<file path="src/common/int_pipe_pkg.sv">
package int_pipe_pkg;

    // word and register file geometry
    localparam int xlen       = 32;
    localparam int reg_addr_w = 5;
    localparam int num_regs   = 32;

    // instruction field widths
    localparam int opcode_w = 7;
    localparam int funct3_w = 3;
    localparam int funct7_w = 7;
    localparam int imm_w    = 12;

    // major opcodes handled by the pipe
    localparam logic [opcode_w-1:0] opcode_op     = 7'b0110011;
    localparam logic [opcode_w-1:0] opcode_op_imm = 7'b0010011;

    // funct3 codes, shared by OP and OP-IMM
    localparam logic [funct3_w-1:0] funct3_add  = 3'b000;
    localparam logic [funct3_w-1:0] funct3_sll  = 3'b001;
    localparam logic [funct3_w-1:0] funct3_slt  = 3'b010;
    localparam logic [funct3_w-1:0] funct3_sltu = 3'b011;
    localparam logic [funct3_w-1:0] funct3_xor  = 3'b100;
    localparam logic [funct3_w-1:0] funct3_sr   = 3'b101;
    localparam logic [funct3_w-1:0] funct3_or   = 3'b110;
    localparam logic [funct3_w-1:0] funct3_and  = 3'b111;

    // funct7 that turns add into sub and srl into sra
    localparam logic [funct7_w-1:0] funct7_alt = 7'b0100000;

    typedef enum logic [3:0] {
        alu_add,
        alu_sub,
        alu_sll,
        alu_slt,
        alu_sltu,
        alu_xor,
        alu_srl,
        alu_sra,
        alu_or,
        alu_and
    } alu_op_e;

    // r view of the instruction word
    typedef struct packed {
        logic [funct7_w-1:0]   funct7;
        logic [reg_addr_w-1:0] rs2;
        logic [reg_addr_w-1:0] rs1;
        logic [funct3_w-1:0]   funct3;
        logic [reg_addr_w-1:0] rd;
        logic [opcode_w-1:0]   opcode;
    } r_type_s;

    // i view, imm overlays funct7 and rs2
    typedef struct packed {
        logic [imm_w-1:0]      imm;
        logic [reg_addr_w-1:0] rs1;
        logic [funct3_w-1:0]   funct3;
        logic [reg_addr_w-1:0] rd;
        logic [opcode_w-1:0]   opcode;
    } i_type_s;

    typedef union packed {
        r_type_s r;
        i_type_s i;
    } rv_instr_u;

    // where an operand comes from
    typedef enum logic [1:0] {
        fwd_regfile,
        fwd_ex,
        fwd_wb
    } fwd_sel_e;

endpackage

</file>
<file path="src/decode/instr_decode.sv">
module instr_decode (
    input  int_pipe_pkg::rv_instr_u                  instr_i,
    output int_pipe_pkg::alu_op_e                    alu_op_o,
    output logic                                     use_imm_o,
    output logic                                     reg_write_o,
    output logic [int_pipe_pkg::reg_addr_w-1:0]      rd_o,
    output logic [int_pipe_pkg::xlen-1:0]            imm_o
);

    import int_pipe_pkg::*;

    logic is_op;
    logic is_op_imm;
    logic alt;
    alu_op_e op_sel;

    // opcode, funct3 and funct7 come from the r view
    assign is_op     = (instr_i.r.opcode == opcode_op);
    assign is_op_imm = (instr_i.r.opcode == opcode_op_imm);
    assign alt       = (instr_i.r.funct7 == funct7_alt);

    // funct3 to alu op
    always_comb begin
        unique case (instr_i.r.funct3)
            funct3_add: begin
                // sub exists only in the register form
                op_sel = (is_op && alt) ? alu_sub : alu_add;
            end
            funct3_sll:  op_sel = alu_sll;
            funct3_slt:  op_sel = alu_slt;
            funct3_sltu: op_sel = alu_sltu;
            funct3_xor:  op_sel = alu_xor;
            funct3_sr: begin
                // imm[11:5] picks arithmetic shift on srai too
                op_sel = alt ? alu_sra : alu_srl;
            end
            funct3_or:   op_sel = alu_or;
            funct3_and:  op_sel = alu_and;
            default:     op_sel = alu_add;
        endcase
    end

    // unsupported opcodes become an add that writes nothing
    always_comb begin
        alu_op_o    = alu_add;
        use_imm_o   = 1'b0;
        reg_write_o = 1'b0;
        rd_o        = '0;
        if (is_op || is_op_imm) begin
            alu_op_o    = op_sel;
            use_imm_o   = is_op_imm;
            reg_write_o = 1'b1;
            rd_o        = instr_i.r.rd;
        end
    end

    // sign extend the 12 bit immediate
    // shift forms only use the low five bits, so funct7 bits riding along are harmless
    assign imm_o = {{(xlen-imm_w){instr_i.i.imm[imm_w-1]}}, instr_i.i.imm};

endmodule

</file>
<file path="src/decode/operand_fetch.sv">
module operand_fetch (
    input  logic                                 clk,
    input  logic                                 rst_n_i,
    input  int_pipe_pkg::rv_instr_u              instr_i,
    input  logic                                 ex_valid_i,
    input  logic                                 ex_reg_write_i,
    input  logic [int_pipe_pkg::reg_addr_w-1:0]  ex_rd_i,
    input  logic [int_pipe_pkg::xlen-1:0]        ex_result_i,
    input  logic                                 wb_valid_i,
    input  logic [int_pipe_pkg::reg_addr_w-1:0]  wb_rd_i,
    input  logic [int_pipe_pkg::xlen-1:0]        wb_result_i,
    input  logic                                 wr_en_i,
    output logic [int_pipe_pkg::xlen-1:0]        rs1_data_o,
    output logic [int_pipe_pkg::xlen-1:0]        rs2_data_o
);

    import int_pipe_pkg::*;

    logic [xlen-1:0] regs_q [num_regs];

    // index 0 is rs1, index 1 is rs2
    logic [reg_addr_w-1:0] rs_addr [2];
    fwd_sel_e              fwd_sel [2];
    logic [xlen-1:0]       rs_data [2];

    logic ex_hit_en;
    logic wb_hit_en;

    // architectural state, written when a retire record is taken
    always_ff @(posedge clk) begin
        if (!rst_n_i) begin
            for (int n = 0; n < num_regs; n++) begin
                regs_q[n] <= '0;
            end
        end else if (wr_en_i && (wb_rd_i != '0)) begin
            // x0 never gets written
            regs_q[wb_rd_i] <= wb_result_i;
        end
    end

    assign rs_addr[0] = instr_i.r.rs1;
    assign rs_addr[1] = instr_i.r.rs2;

    // only live producers that write a register are candidates
    assign ex_hit_en = ex_valid_i && ex_reg_write_i;
    // wb rd is already zero for non-writing ops
    assign wb_hit_en = wb_valid_i;

    // source select per operand
    // ex is younger than wb, so it wins
    always_comb begin
        for (int k = 0; k < 2; k++) begin
            fwd_sel[k] = fwd_regfile;
            if (rs_addr[k] != '0) begin
                if (ex_hit_en && (ex_rd_i == rs_addr[k])) begin
                    fwd_sel[k] = fwd_ex;
                end else if (wb_hit_en && (wb_rd_i == rs_addr[k])) begin
                    fwd_sel[k] = fwd_wb;
                end
            end
        end
    end

    // operand mux
    always_comb begin
        for (int k = 0; k < 2; k++) begin
            unique case (fwd_sel[k])
                fwd_ex:  rs_data[k] = ex_result_i;
                fwd_wb:  rs_data[k] = wb_result_i;
                default: begin
                    // x0 reads zero no matter what sits in the array
                    rs_data[k] = (rs_addr[k] == '0) ? '0 : regs_q[rs_addr[k]];
                end
            endcase
        end
    end

    assign rs1_data_o = rs_data[0];
    assign rs2_data_o = rs_data[1];

endmodule

</file>
<file path="src/verilog/alu_execute.sv">
module alu_execute (
    input  int_pipe_pkg::alu_op_e             alu_op_i,
    input  logic                              use_imm_i,
    input  logic [int_pipe_pkg::xlen-1:0]     rs1_data_i,
    input  logic [int_pipe_pkg::xlen-1:0]     rs2_data_i,
    input  logic [int_pipe_pkg::xlen-1:0]     imm_i,
    output logic [int_pipe_pkg::xlen-1:0]     result_o
);

    import int_pipe_pkg::*;

    logic [xlen-1:0] op_a;
    logic [xlen-1:0] op_b;
    logic [4:0]      shamt;
    logic            lt_signed;
    logic            lt_unsigned;

    // decode branch picks the mux, fetch branch supplies the operands
    assign op_a = rs1_data_i;
    assign op_b = use_imm_i ? imm_i : rs2_data_i;

    // rv32i shifts look at five bits only
    assign shamt = op_b[4:0];

    // comparisons
    assign lt_signed   = ($signed(op_a) < $signed(op_b));
    assign lt_unsigned = (op_a < op_b);

    always_comb begin
        unique case (alu_op_i)
            alu_add:  result_o = op_a + op_b;
            alu_sub:  result_o = op_a - op_b;
            alu_sll:  result_o = op_a << shamt;
            alu_slt:  result_o = {{(xlen-1){1'b0}}, lt_signed};
            alu_sltu: result_o = {{(xlen-1){1'b0}}, lt_unsigned};
            alu_xor:  result_o = op_a ^ op_b;
            alu_srl:  result_o = op_a >> shamt;
            alu_sra: begin
                // arithmetic shift keeps the sign bit
                result_o = $unsigned($signed(op_a) >>> shamt);
            end
            alu_or:   result_o = op_a | op_b;
            alu_and:  result_o = op_a & op_b;
            default:  result_o = '0;
        endcase
    end

endmodule

</file>
<file path="src/verilog/int_pipe_top.sv">
module int_pipe_top (
    input  logic                                 clk,
    input  logic                                 rst_n_i,
    input  logic                                 instr_valid_i,
    input  int_pipe_pkg::rv_instr_u              instr_i,
    output logic                                 instr_ready_o,
    output logic                                 ret_valid_o,
    input  logic                                 ret_ready_i,
    output logic [int_pipe_pkg::reg_addr_w-1:0]  ret_rd_o,
    output logic [int_pipe_pkg::xlen-1:0]        ret_data_o
);

    import int_pipe_pkg::*;

    logic advance;
    logic retire;

    // decode stage register
    logic      id_valid_q;
    rv_instr_u id_instr_q;

    // decode and fetch outputs
    alu_op_e               id_alu_op;
    logic                  id_use_imm;
    logic                  id_reg_write;
    logic [reg_addr_w-1:0] id_rd;
    logic [xlen-1:0]       id_imm;
    logic [xlen-1:0]       id_rs1_data;
    logic [xlen-1:0]       id_rs2_data;

    // execute stage register, control word first
    logic                  ex_valid_q;
    alu_op_e               ex_alu_op_q;
    logic                  ex_use_imm_q;
    logic                  ex_reg_write_q;
    logic [reg_addr_w-1:0] ex_rd_q;
    logic [xlen-1:0]       ex_rs1_data_q;
    logic [xlen-1:0]       ex_rs2_data_q;
    logic [xlen-1:0]       ex_imm_q;
    logic [xlen-1:0]       ex_result;

    // writeback register
    logic                  wb_valid_q;
    logic [reg_addr_w-1:0] wb_rd_q;
    logic [xlen-1:0]       wb_result_q;

    // whole pipe moves unless a retire record is stuck
    assign advance       = !wb_valid_q || ret_ready_i;
    assign instr_ready_o = advance;
    assign retire        = wb_valid_q && ret_ready_i;

    // valid bits and control
    always_ff @(posedge clk) begin
        if (!rst_n_i) begin
            id_valid_q     <= 1'b0;
            ex_valid_q     <= 1'b0;
            ex_reg_write_q <= 1'b0;
            wb_valid_q     <= 1'b0;
        end else if (advance) begin
            id_valid_q     <= instr_valid_i;
            ex_valid_q     <= id_valid_q;
            ex_reg_write_q <= id_reg_write;
            wb_valid_q     <= ex_valid_q;
        end
    end

    // payload, meaningful only under its valid bit
    always_ff @(posedge clk) begin
        if (advance) begin
            id_instr_q    <= instr_i;
            ex_alu_op_q   <= id_alu_op;
            ex_use_imm_q  <= id_use_imm;
            ex_rd_q       <= id_rd;
            ex_rs1_data_q <= id_rs1_data;
            ex_rs2_data_q <= id_rs2_data;
            ex_imm_q      <= id_imm;
            // non-writing ops retire as x0 with zero
            wb_rd_q       <= ex_reg_write_q ? ex_rd_q : '0;
            wb_result_q   <= ex_reg_write_q ? ex_result : '0;
        end
    end

    instr_decode u_instr_decode (
        .instr_i     (id_instr_q),
        .alu_op_o    (id_alu_op),
        .use_imm_o   (id_use_imm),
        .reg_write_o (id_reg_write),
        .rd_o        (id_rd),
        .imm_o       (id_imm)
    );

    // same instruction as decode, in parallel
    operand_fetch u_operand_fetch (
        .clk            (clk),
        .rst_n_i        (rst_n_i),
        .instr_i        (id_instr_q),
        .ex_valid_i     (ex_valid_q),
        .ex_reg_write_i (ex_reg_write_q),
        .ex_rd_i        (ex_rd_q),
        .ex_result_i    (ex_result),
        .wb_valid_i     (wb_valid_q),
        .wb_rd_i        (wb_rd_q),
        .wb_result_i    (wb_result_q),
        .wr_en_i        (retire),
        .rs1_data_o     (id_rs1_data),
        .rs2_data_o     (id_rs2_data)
    );

    alu_execute u_alu_execute (
        .alu_op_i   (ex_alu_op_q),
        .use_imm_i  (ex_use_imm_q),
        .rs1_data_i (ex_rs1_data_q),
        .rs2_data_i (ex_rs2_data_q),
        .imm_i      (ex_imm_q),
        .result_o   (ex_result)
    );

    // retire record straight from the writeback register
    assign ret_valid_o = wb_valid_q;
    assign ret_rd_o    = wb_rd_q;
    assign ret_data_o  = wb_result_q;

endmodule
</file>
<file path="config.mk">
export PLATFORM = sky130hd
export DESIGN_NAME = int_pipe_top
export DESIGN_NICKNAME = d
export VERILOG_FILES = /design/src/common/int_pipe_pkg.sv /design/src/decode/instr_decode.sv /design/src/decode/operand_fetch.sv /design/src/verilog/alu_execute.sv /design/src/verilog/int_pipe_top.sv
export SDC_FILE = /design/constraint.sdc
export NUM_CORES = 2
export LEC_CHECK = 0
export ABC_AREA = 1
export BUFFER_PORTS_ARGS = -buffer_cell sky130_fd_sc_hd__buf_2
export CORE_UTILIZATION = 50
export DETAILED_ROUTE_END_ITERATION = 16
export PLACE_DENSITY_LB_ADDON = 0.2
export SETUP_SLACK_MARGIN = 0.2
export SYNTH_ARGS = -nofsm -noshare
export SYNTH_HDL_FRONTEND = slang
export SYNTH_SLANG_ARGS = --single-unit
</file>
<file path="constraint.sdc">
create_clock -name clk -period 11.1 [get_ports clk]
set_clock_uncertainty 0.1 [all_clocks]
set_input_delay 1.11 -clock clk [delete_from_list [all_inputs] [get_ports clk]]
set_output_delay 1.11 -clock clk [all_outputs]
set_load 0.1 [all_outputs]
</file>
---- Yosys cells after proc, flatten, opt, wreduce, memory -nomap -nowiden ----
Memory sizes are Yosys's and may differ from the RTL's. A register that Yosys moved wholly into a read port is not among the register bits.
Cells that the tools add are included.
storage, ports and cells
  word-level logic and storage cells ...... 95
  flip-flop bits (word level) ............. 159
  bits in writable memories ............... 1024
  memories ................................ 1
  output and inout port bits .............. 39
  bits of input ports ..................... 36
memories
  name                    depth  width  read ports  clocked after memory_dff  wr ports  RTL line             source
  u_operand_fetch.regs_q  32     32     2           2                         32        operand_fetch.sv:19  logic [xlen-1:0] regs_q [num_regs];
operators by class
  $lt $le $gt $ge ......................... 2
  bitwise operators ....................... 3
  $add $sub $neg .......................... 2
  reduce and logical (&&, ||, !) cells .... 19
  mux-type cells .......................... 25
  shift-type cells ........................ 3
  equality and inequality tests ........... 27
operator list
  cell                  count
  $pmux W32 S10         1
  $mux W32              4
  $pmux W32 S2          2
  $lt A32 B32 Y1        2
  $add A32 B32 Y32      1
  $and A32 B32 Y32      1
  $or A32 B32 Y32       1
  $pmux W4 S8           1
  $reduce_or A32 Y1     1
  $shl A32 B5 Y32       1
  $shr A32 B5 Y32       1
  $sshr A32 B5 Y32      1
  $sub A32 B32 Y32      1
  $xor A32 B32 Y32      1
  $eq A5 B5 Y1          4
  $eq A4 B3 Y1 const B  4
  $mux W5               3
  $reduce_bool A5 Y1    3
  $eq A7 B6 Y1 const B  2
  $eq A3 B3 Y1 const B  4
  $mux W2               6
  $logic_not A5 Y1      2
  $eq A4 B2 Y1 const B  2
  $eq A4 B4 Y1 const B  2
  12 further kinds      30

---- Logic depth before layout (Yosys ltp) ----
  depth in word-level cells ............... 7
  mapped depth ............................ 26
  depth with buffers taken out ............ 21

---- Cells and area by module ----
From an unflattened synthesis, not the netlist that was laid out.
second synthesis, totals
  cells, all modules ...................... 10783
  area total of the unflattened synthesis .. 77898.5 µm²
by module, submodules not included
  module         cells each  area an instance (µm²)  instances
  operand_fetch  8189        60850.9                 1
  alu_execute    2234        10819.1                 1
  int_pipe_top   279         5748.0                  1
  instr_decode   81          480.5                   1

---- Worst setup path before layout ----
No wires, ideal clock.
  path type ............................... input-to-output
  from .................................... input ret_ready_i
  to ...................................... output instr_ready_o
  slack ................................... 3445 ps
  buffers on the path ..................... 1
  data required time ...................... 9890 ps
  stages on the path ...................... 3
  arrival time ............................ 6445 ps
  path through ............................ nor2_1 inv_1 clkbuf_1
on the way
  cells in the longest elaborated chain, start to end .. 1
RTL lines
  element             RTL line            source
  start: declaration  int_pipe_top.sv:8   input logic ret_ready_i,
  $logic_or A1 B1 Y1  int_pipe_top.sv:48  assign advance = !wb_valid_q || ret_ready_i;
  end: declaration    int_pipe_top.sv:6   output logic instr_ready_o,
Every way passes these cells.

---- Worst setup path after layout ----
  from .................................... register ex_use_imm_q
  to ...................................... register ex_rs2_data_q[7] (data pin)
on the way
  cells in the longest elaborated chain, start to end .. 4
  elaborated cells on any way between the ends .. 11
  those cells by class .................... add/sub (2); shift (3); mux (3); bitwise (3)
RTL lines
  element                                         RTL line             source
  start: declaration                              int_pipe_top.sv:34   logic ex_use_imm_q;
  start signal: assignment                        int_pipe_top.sv:72   ex_use_imm_q <= id_use_imm;
  $mux W32 (*)                                    alu_execute.sv:20    assign op_b = use_imm_i ? imm_i : rs2_data_i;
  $sub A32 B32 Y32, or another cell as far along  alu_execute.sv:32    alu_sub: result_o = op_a - op_b;
  $pmux W32 S10 (*)                               alu_execute.sv:30    unique case (alu_op_i)
  $pmux W32 S2 (*)                                operand_fetch.sv:67  unique case (fwd_sel[k])
  named net id_rs2_data[7]                        int_pipe_top.sv:29   logic [xlen-1:0] id_rs2_data;
  end signal: assignment                          int_pipe_top.sv:75   ex_rs2_data_q <= id_rs2_data;
  end: declaration                                int_pipe_top.sv:38   logic [xlen-1:0] ex_rs2_data_q;
The timed path passes the listed nets; every way through them passes the cells marked *.
A chain may end at the register's enable or synchronous reset.

==> results by group <==
Outcome
  – Status: finished clean

Clocking
  – Cts hold-fix bufs: 0
  – CTS sink count: 1193
  – Worst-path clk slew: 0.06 ns
  – Clock Latency Late Sink: 0.79 ns
  – Clock Path Buffers: 3
  – Setup Buffers After CTS: 0
  – Clock root buffer: clkbuf_16
  – Num CTS Buffers: 134
  – H-tree Lvls: 4
  – Resized cells post-CTS: 0
  – CTS tree: done

Final layout
  – Area grow syn2layout: 6.77%
  – Share of layout cells above drive strength 1: 5.89%
  – Layout Nets: 8869
  – Non-filler cells, final: 10700

Global route
  – GRT overflow: 0
  – Initial antenna violation count: 6
  – Number of global-route vias before repair: 62600
  – Largest net degree at the start of global routing: 223
  – Global-route wire length before repair: 415 mm
  – GR Util All Layers: 38.4%

Floorplan
  – Initial cell density of the core: 50.6%
  – Core area: 144000 µm²
  – Row cnt: 139
  – Die height: 384 µm
  – I/O Pins: 75
  – Die ar.: 148000 µm²
  – DIE WIDTH: 384 µm

Yosys
  – Sequential area share after synthesis: 48.8%
  – Top FF cell, synth: edfxtp_1
  – Synth unique cells: 54
  – Synth warn: 0
  – Top post-synthesis cells by area: edfxtp_1 (48%), nand3_1 (8.8%), nand2_1 (7.3%)
  – Asr flop ratio synth: 0%
  – Mapped Avg Cell Area: 8.02 µm²
  – Post-synthesis cell count: 9116
  – Synthesized area: 73100 µm²
  – Synth Register Bits: 1193
  – Yosys top cell area share: 48.5%
  – Post-synth EDFFs: 1179
  – Most frequent cell after synthesis: nand2_1
  – Largest area contributor in the synthesized netlist: edfxtp_1
  – Top cells by count, synth: nand2_1 (1413), nand3_1 (1284), nor2_1 (1211)

Setup path
  – CP required: 11.52 ns
  – Slowest CP cell: edfxtp_1
  – Worst path most repeated cell: nand2_1
  – CP peak stage delay: 0.88 ns
  – Class of the most critical setup path: register to register
  – FF-to-FF setup slack: 6.10 ns
  – Worst Reg-to-Reg Cells: 15
  – CP Capture Point: ex_rs2_data_q[7]
  – Setup crit start: ex_use_imm_q
  – Reg2reg start: ex_use_imm_q
  – FF-to-FF End: ex_rs2_data_q[7]
  – CP cell instances: inv_6, nand2_4, nand2_8, inv_4, ha_1, nand3_1, nand3_1, nand2_1, nand3_1, a31oi_1, nand4_1, nor2_1, nand2_1, nand2_1, nand2_1
  – Arrival time of the worst setup path: 5.43 ns
  – Crit-path max FO: 72
  – Setup crit end kind: register
  – CP Launch Type: register

Timing
  – Crit path time final: 5.00 ns
  – Endpoints failing setup: 0
  – Max Slew Vio Count: 0
  – Hold Vio Cnt, Final: 0
  – Fmax achieved: 200 MHz
  – Final WS setup: 6.10 ns
  – Slew @ Worst Pin: 1.35 ns
  – Max-slew headroom: 9.70%
  – Fin Setup TNS: 0 ns
  – RSZ-0062 raised after global routing: false
  – Fin crit share: 45.0%

Place
  – Final HPWL DP: 192 mm
  – Setup WS pre-CTS: 5.43 ns
  – Cells after DPL: 10500
  – Port bufs: 74
  – Placer Congestion: 1.05

Detailed routing
  – Drt first pass iters: 7
  – Via-per-instance ratio: 6.30
  – Routed len/inst: 27.1 µm
  – Initial drt markers: 9273
  – Post-route ant nets: 0
  – Final WL: 292 mm
  – DRC Markers: 0
  – Via count: 67600

Power
  – P_leak: 0.0304 µW
  – Clk pwr share: 32.9%
  – P per Cell Area: 173 nW/µm²
  – Flop pwr share: 39.6%
  – Net Sw Frac: 36.3%
  – Int Pwr: 8590 µW
  – Comb pwr share: 27.5%
  – Sw Pwr: 4900 µW
  – Worst VDD drop: 0.148 mV

Run
  – Max-Cap Viols: 0

Min path
  – HP Class: register to register
how the worst min path moves through the flow:
stage	from	slack, ns	depth (start not counted)	to
2_1_floorplan	id_instr_q[30]	0.33	0	ex_imm_q[10]
3_3_place_gp	id_instr_q[27]	0.34	0	ex_imm_q[7]
3_5_place_dp	id_instr_q[26]	0.34	0	ex_imm_q[6]
4_1_cts	id_instr_q[26]	0.35	0	ex_imm_q[6]
5_1_grt	id_instr_q[28]	0.36	0	ex_imm_q[8]
6_report	id_instr_q[26]	0.35	0	ex_imm_q[6]
state kept, by name, summed over array words and instances (netlist names), 4 cells and up, named ones only:
name                    cells
ret_rd_o                    5
ex_rs1_data_q              32
ex_imm_q                   12
ex_rs2_data_q              32
u_operand_fetch.regs_q   1024
ex_alu_op_q                 4
ex_rd_q                     5
ret_data_o                 32
id_instr_q                 32
cell type report:
class	count	area, µm²
repair buffers	203	1440
inverters	942	3560
clock inverters	76	767
diodes	4	10.0
clock buffers	162	3520
flip-flops and latches	1193	35700
well taps	1903	2380
multi-input cells	6257	30600
fillers	13400	66300
metrics by stage:
stage	cell area, µm²	util (%)	total power, µW	hold slack [ns]
6_report	78000	54.0	13500	0.353
5_1_grt	78000	54.0	13900	0.364
4_1_cts	78000	54.0	13400	0.354
3_5_place_dp	73700	51.1	9020	0.341
3_3_place_gp	73700	51.1	9010	0.340
2_1_floorplan	73200	-	7720	0.326
kinds of logic (layout without fill, tap and decap cells):
group,count (synthesis),after routing,synth area share (%)
and+or+nand+nor,4059,4059,23.7
AOI/OAI and AO/OA,2057,2057,16.0
buffers and inverters,1697,1383,9.60
DFF,1193,1193,48.8
adders and majority gates,102,102,1.77
xor gates and xnor gates,7,7,0.0839
other,1,36,0.00513
critical path: cells and delay by family, from the launching register on:
family / cells / cell delay, ns
simple gates: 11 / 2.00
compound gates: 1 / 0.24
buf+inv: 2 / 1.00
flops: 1 / 0.88
fa+ha+maj: 1 / 0.43
power by group through the flow:
stage | sequential [µW] | combinational, µW | clock [µW]
CTS | 5330 | 3610 | 4440
detailed placement | 5430 | 3590 | 0
floorplan | 5380 | 2340 | 0
global placement | 5420 | 3590 | 0
global route | 5350 | 3970 | 4610
finish | 5340 | 3710 | 4440
per-layer routing:
metal	vias to the layer above	global-route usage [%]	part of all wire, %
met5	-	0	0.016
met4	6	21.6	6.2
met3	805	6.70	10
met2	4123	62.8	47
met1	32300	48.0	37
li1	30400	-	-
layout by cell type (no fill, tap or decap), drive strengths merged, types with 14 or more instances in the layout:
cell type and n:
ha 100, inv 939, dfxtp 14, nand3 1298, nand4 38, a21oi 761
nand2 1440, nor3 37, o211ai 394, conb 32, clkinv 67, a221oi 17
edfxtp 1179, o21bai 17, nor2 1216, buf 203, o221ai 65, o21ai 777
clkbuf 162
(Power assumes the default switching activity.)
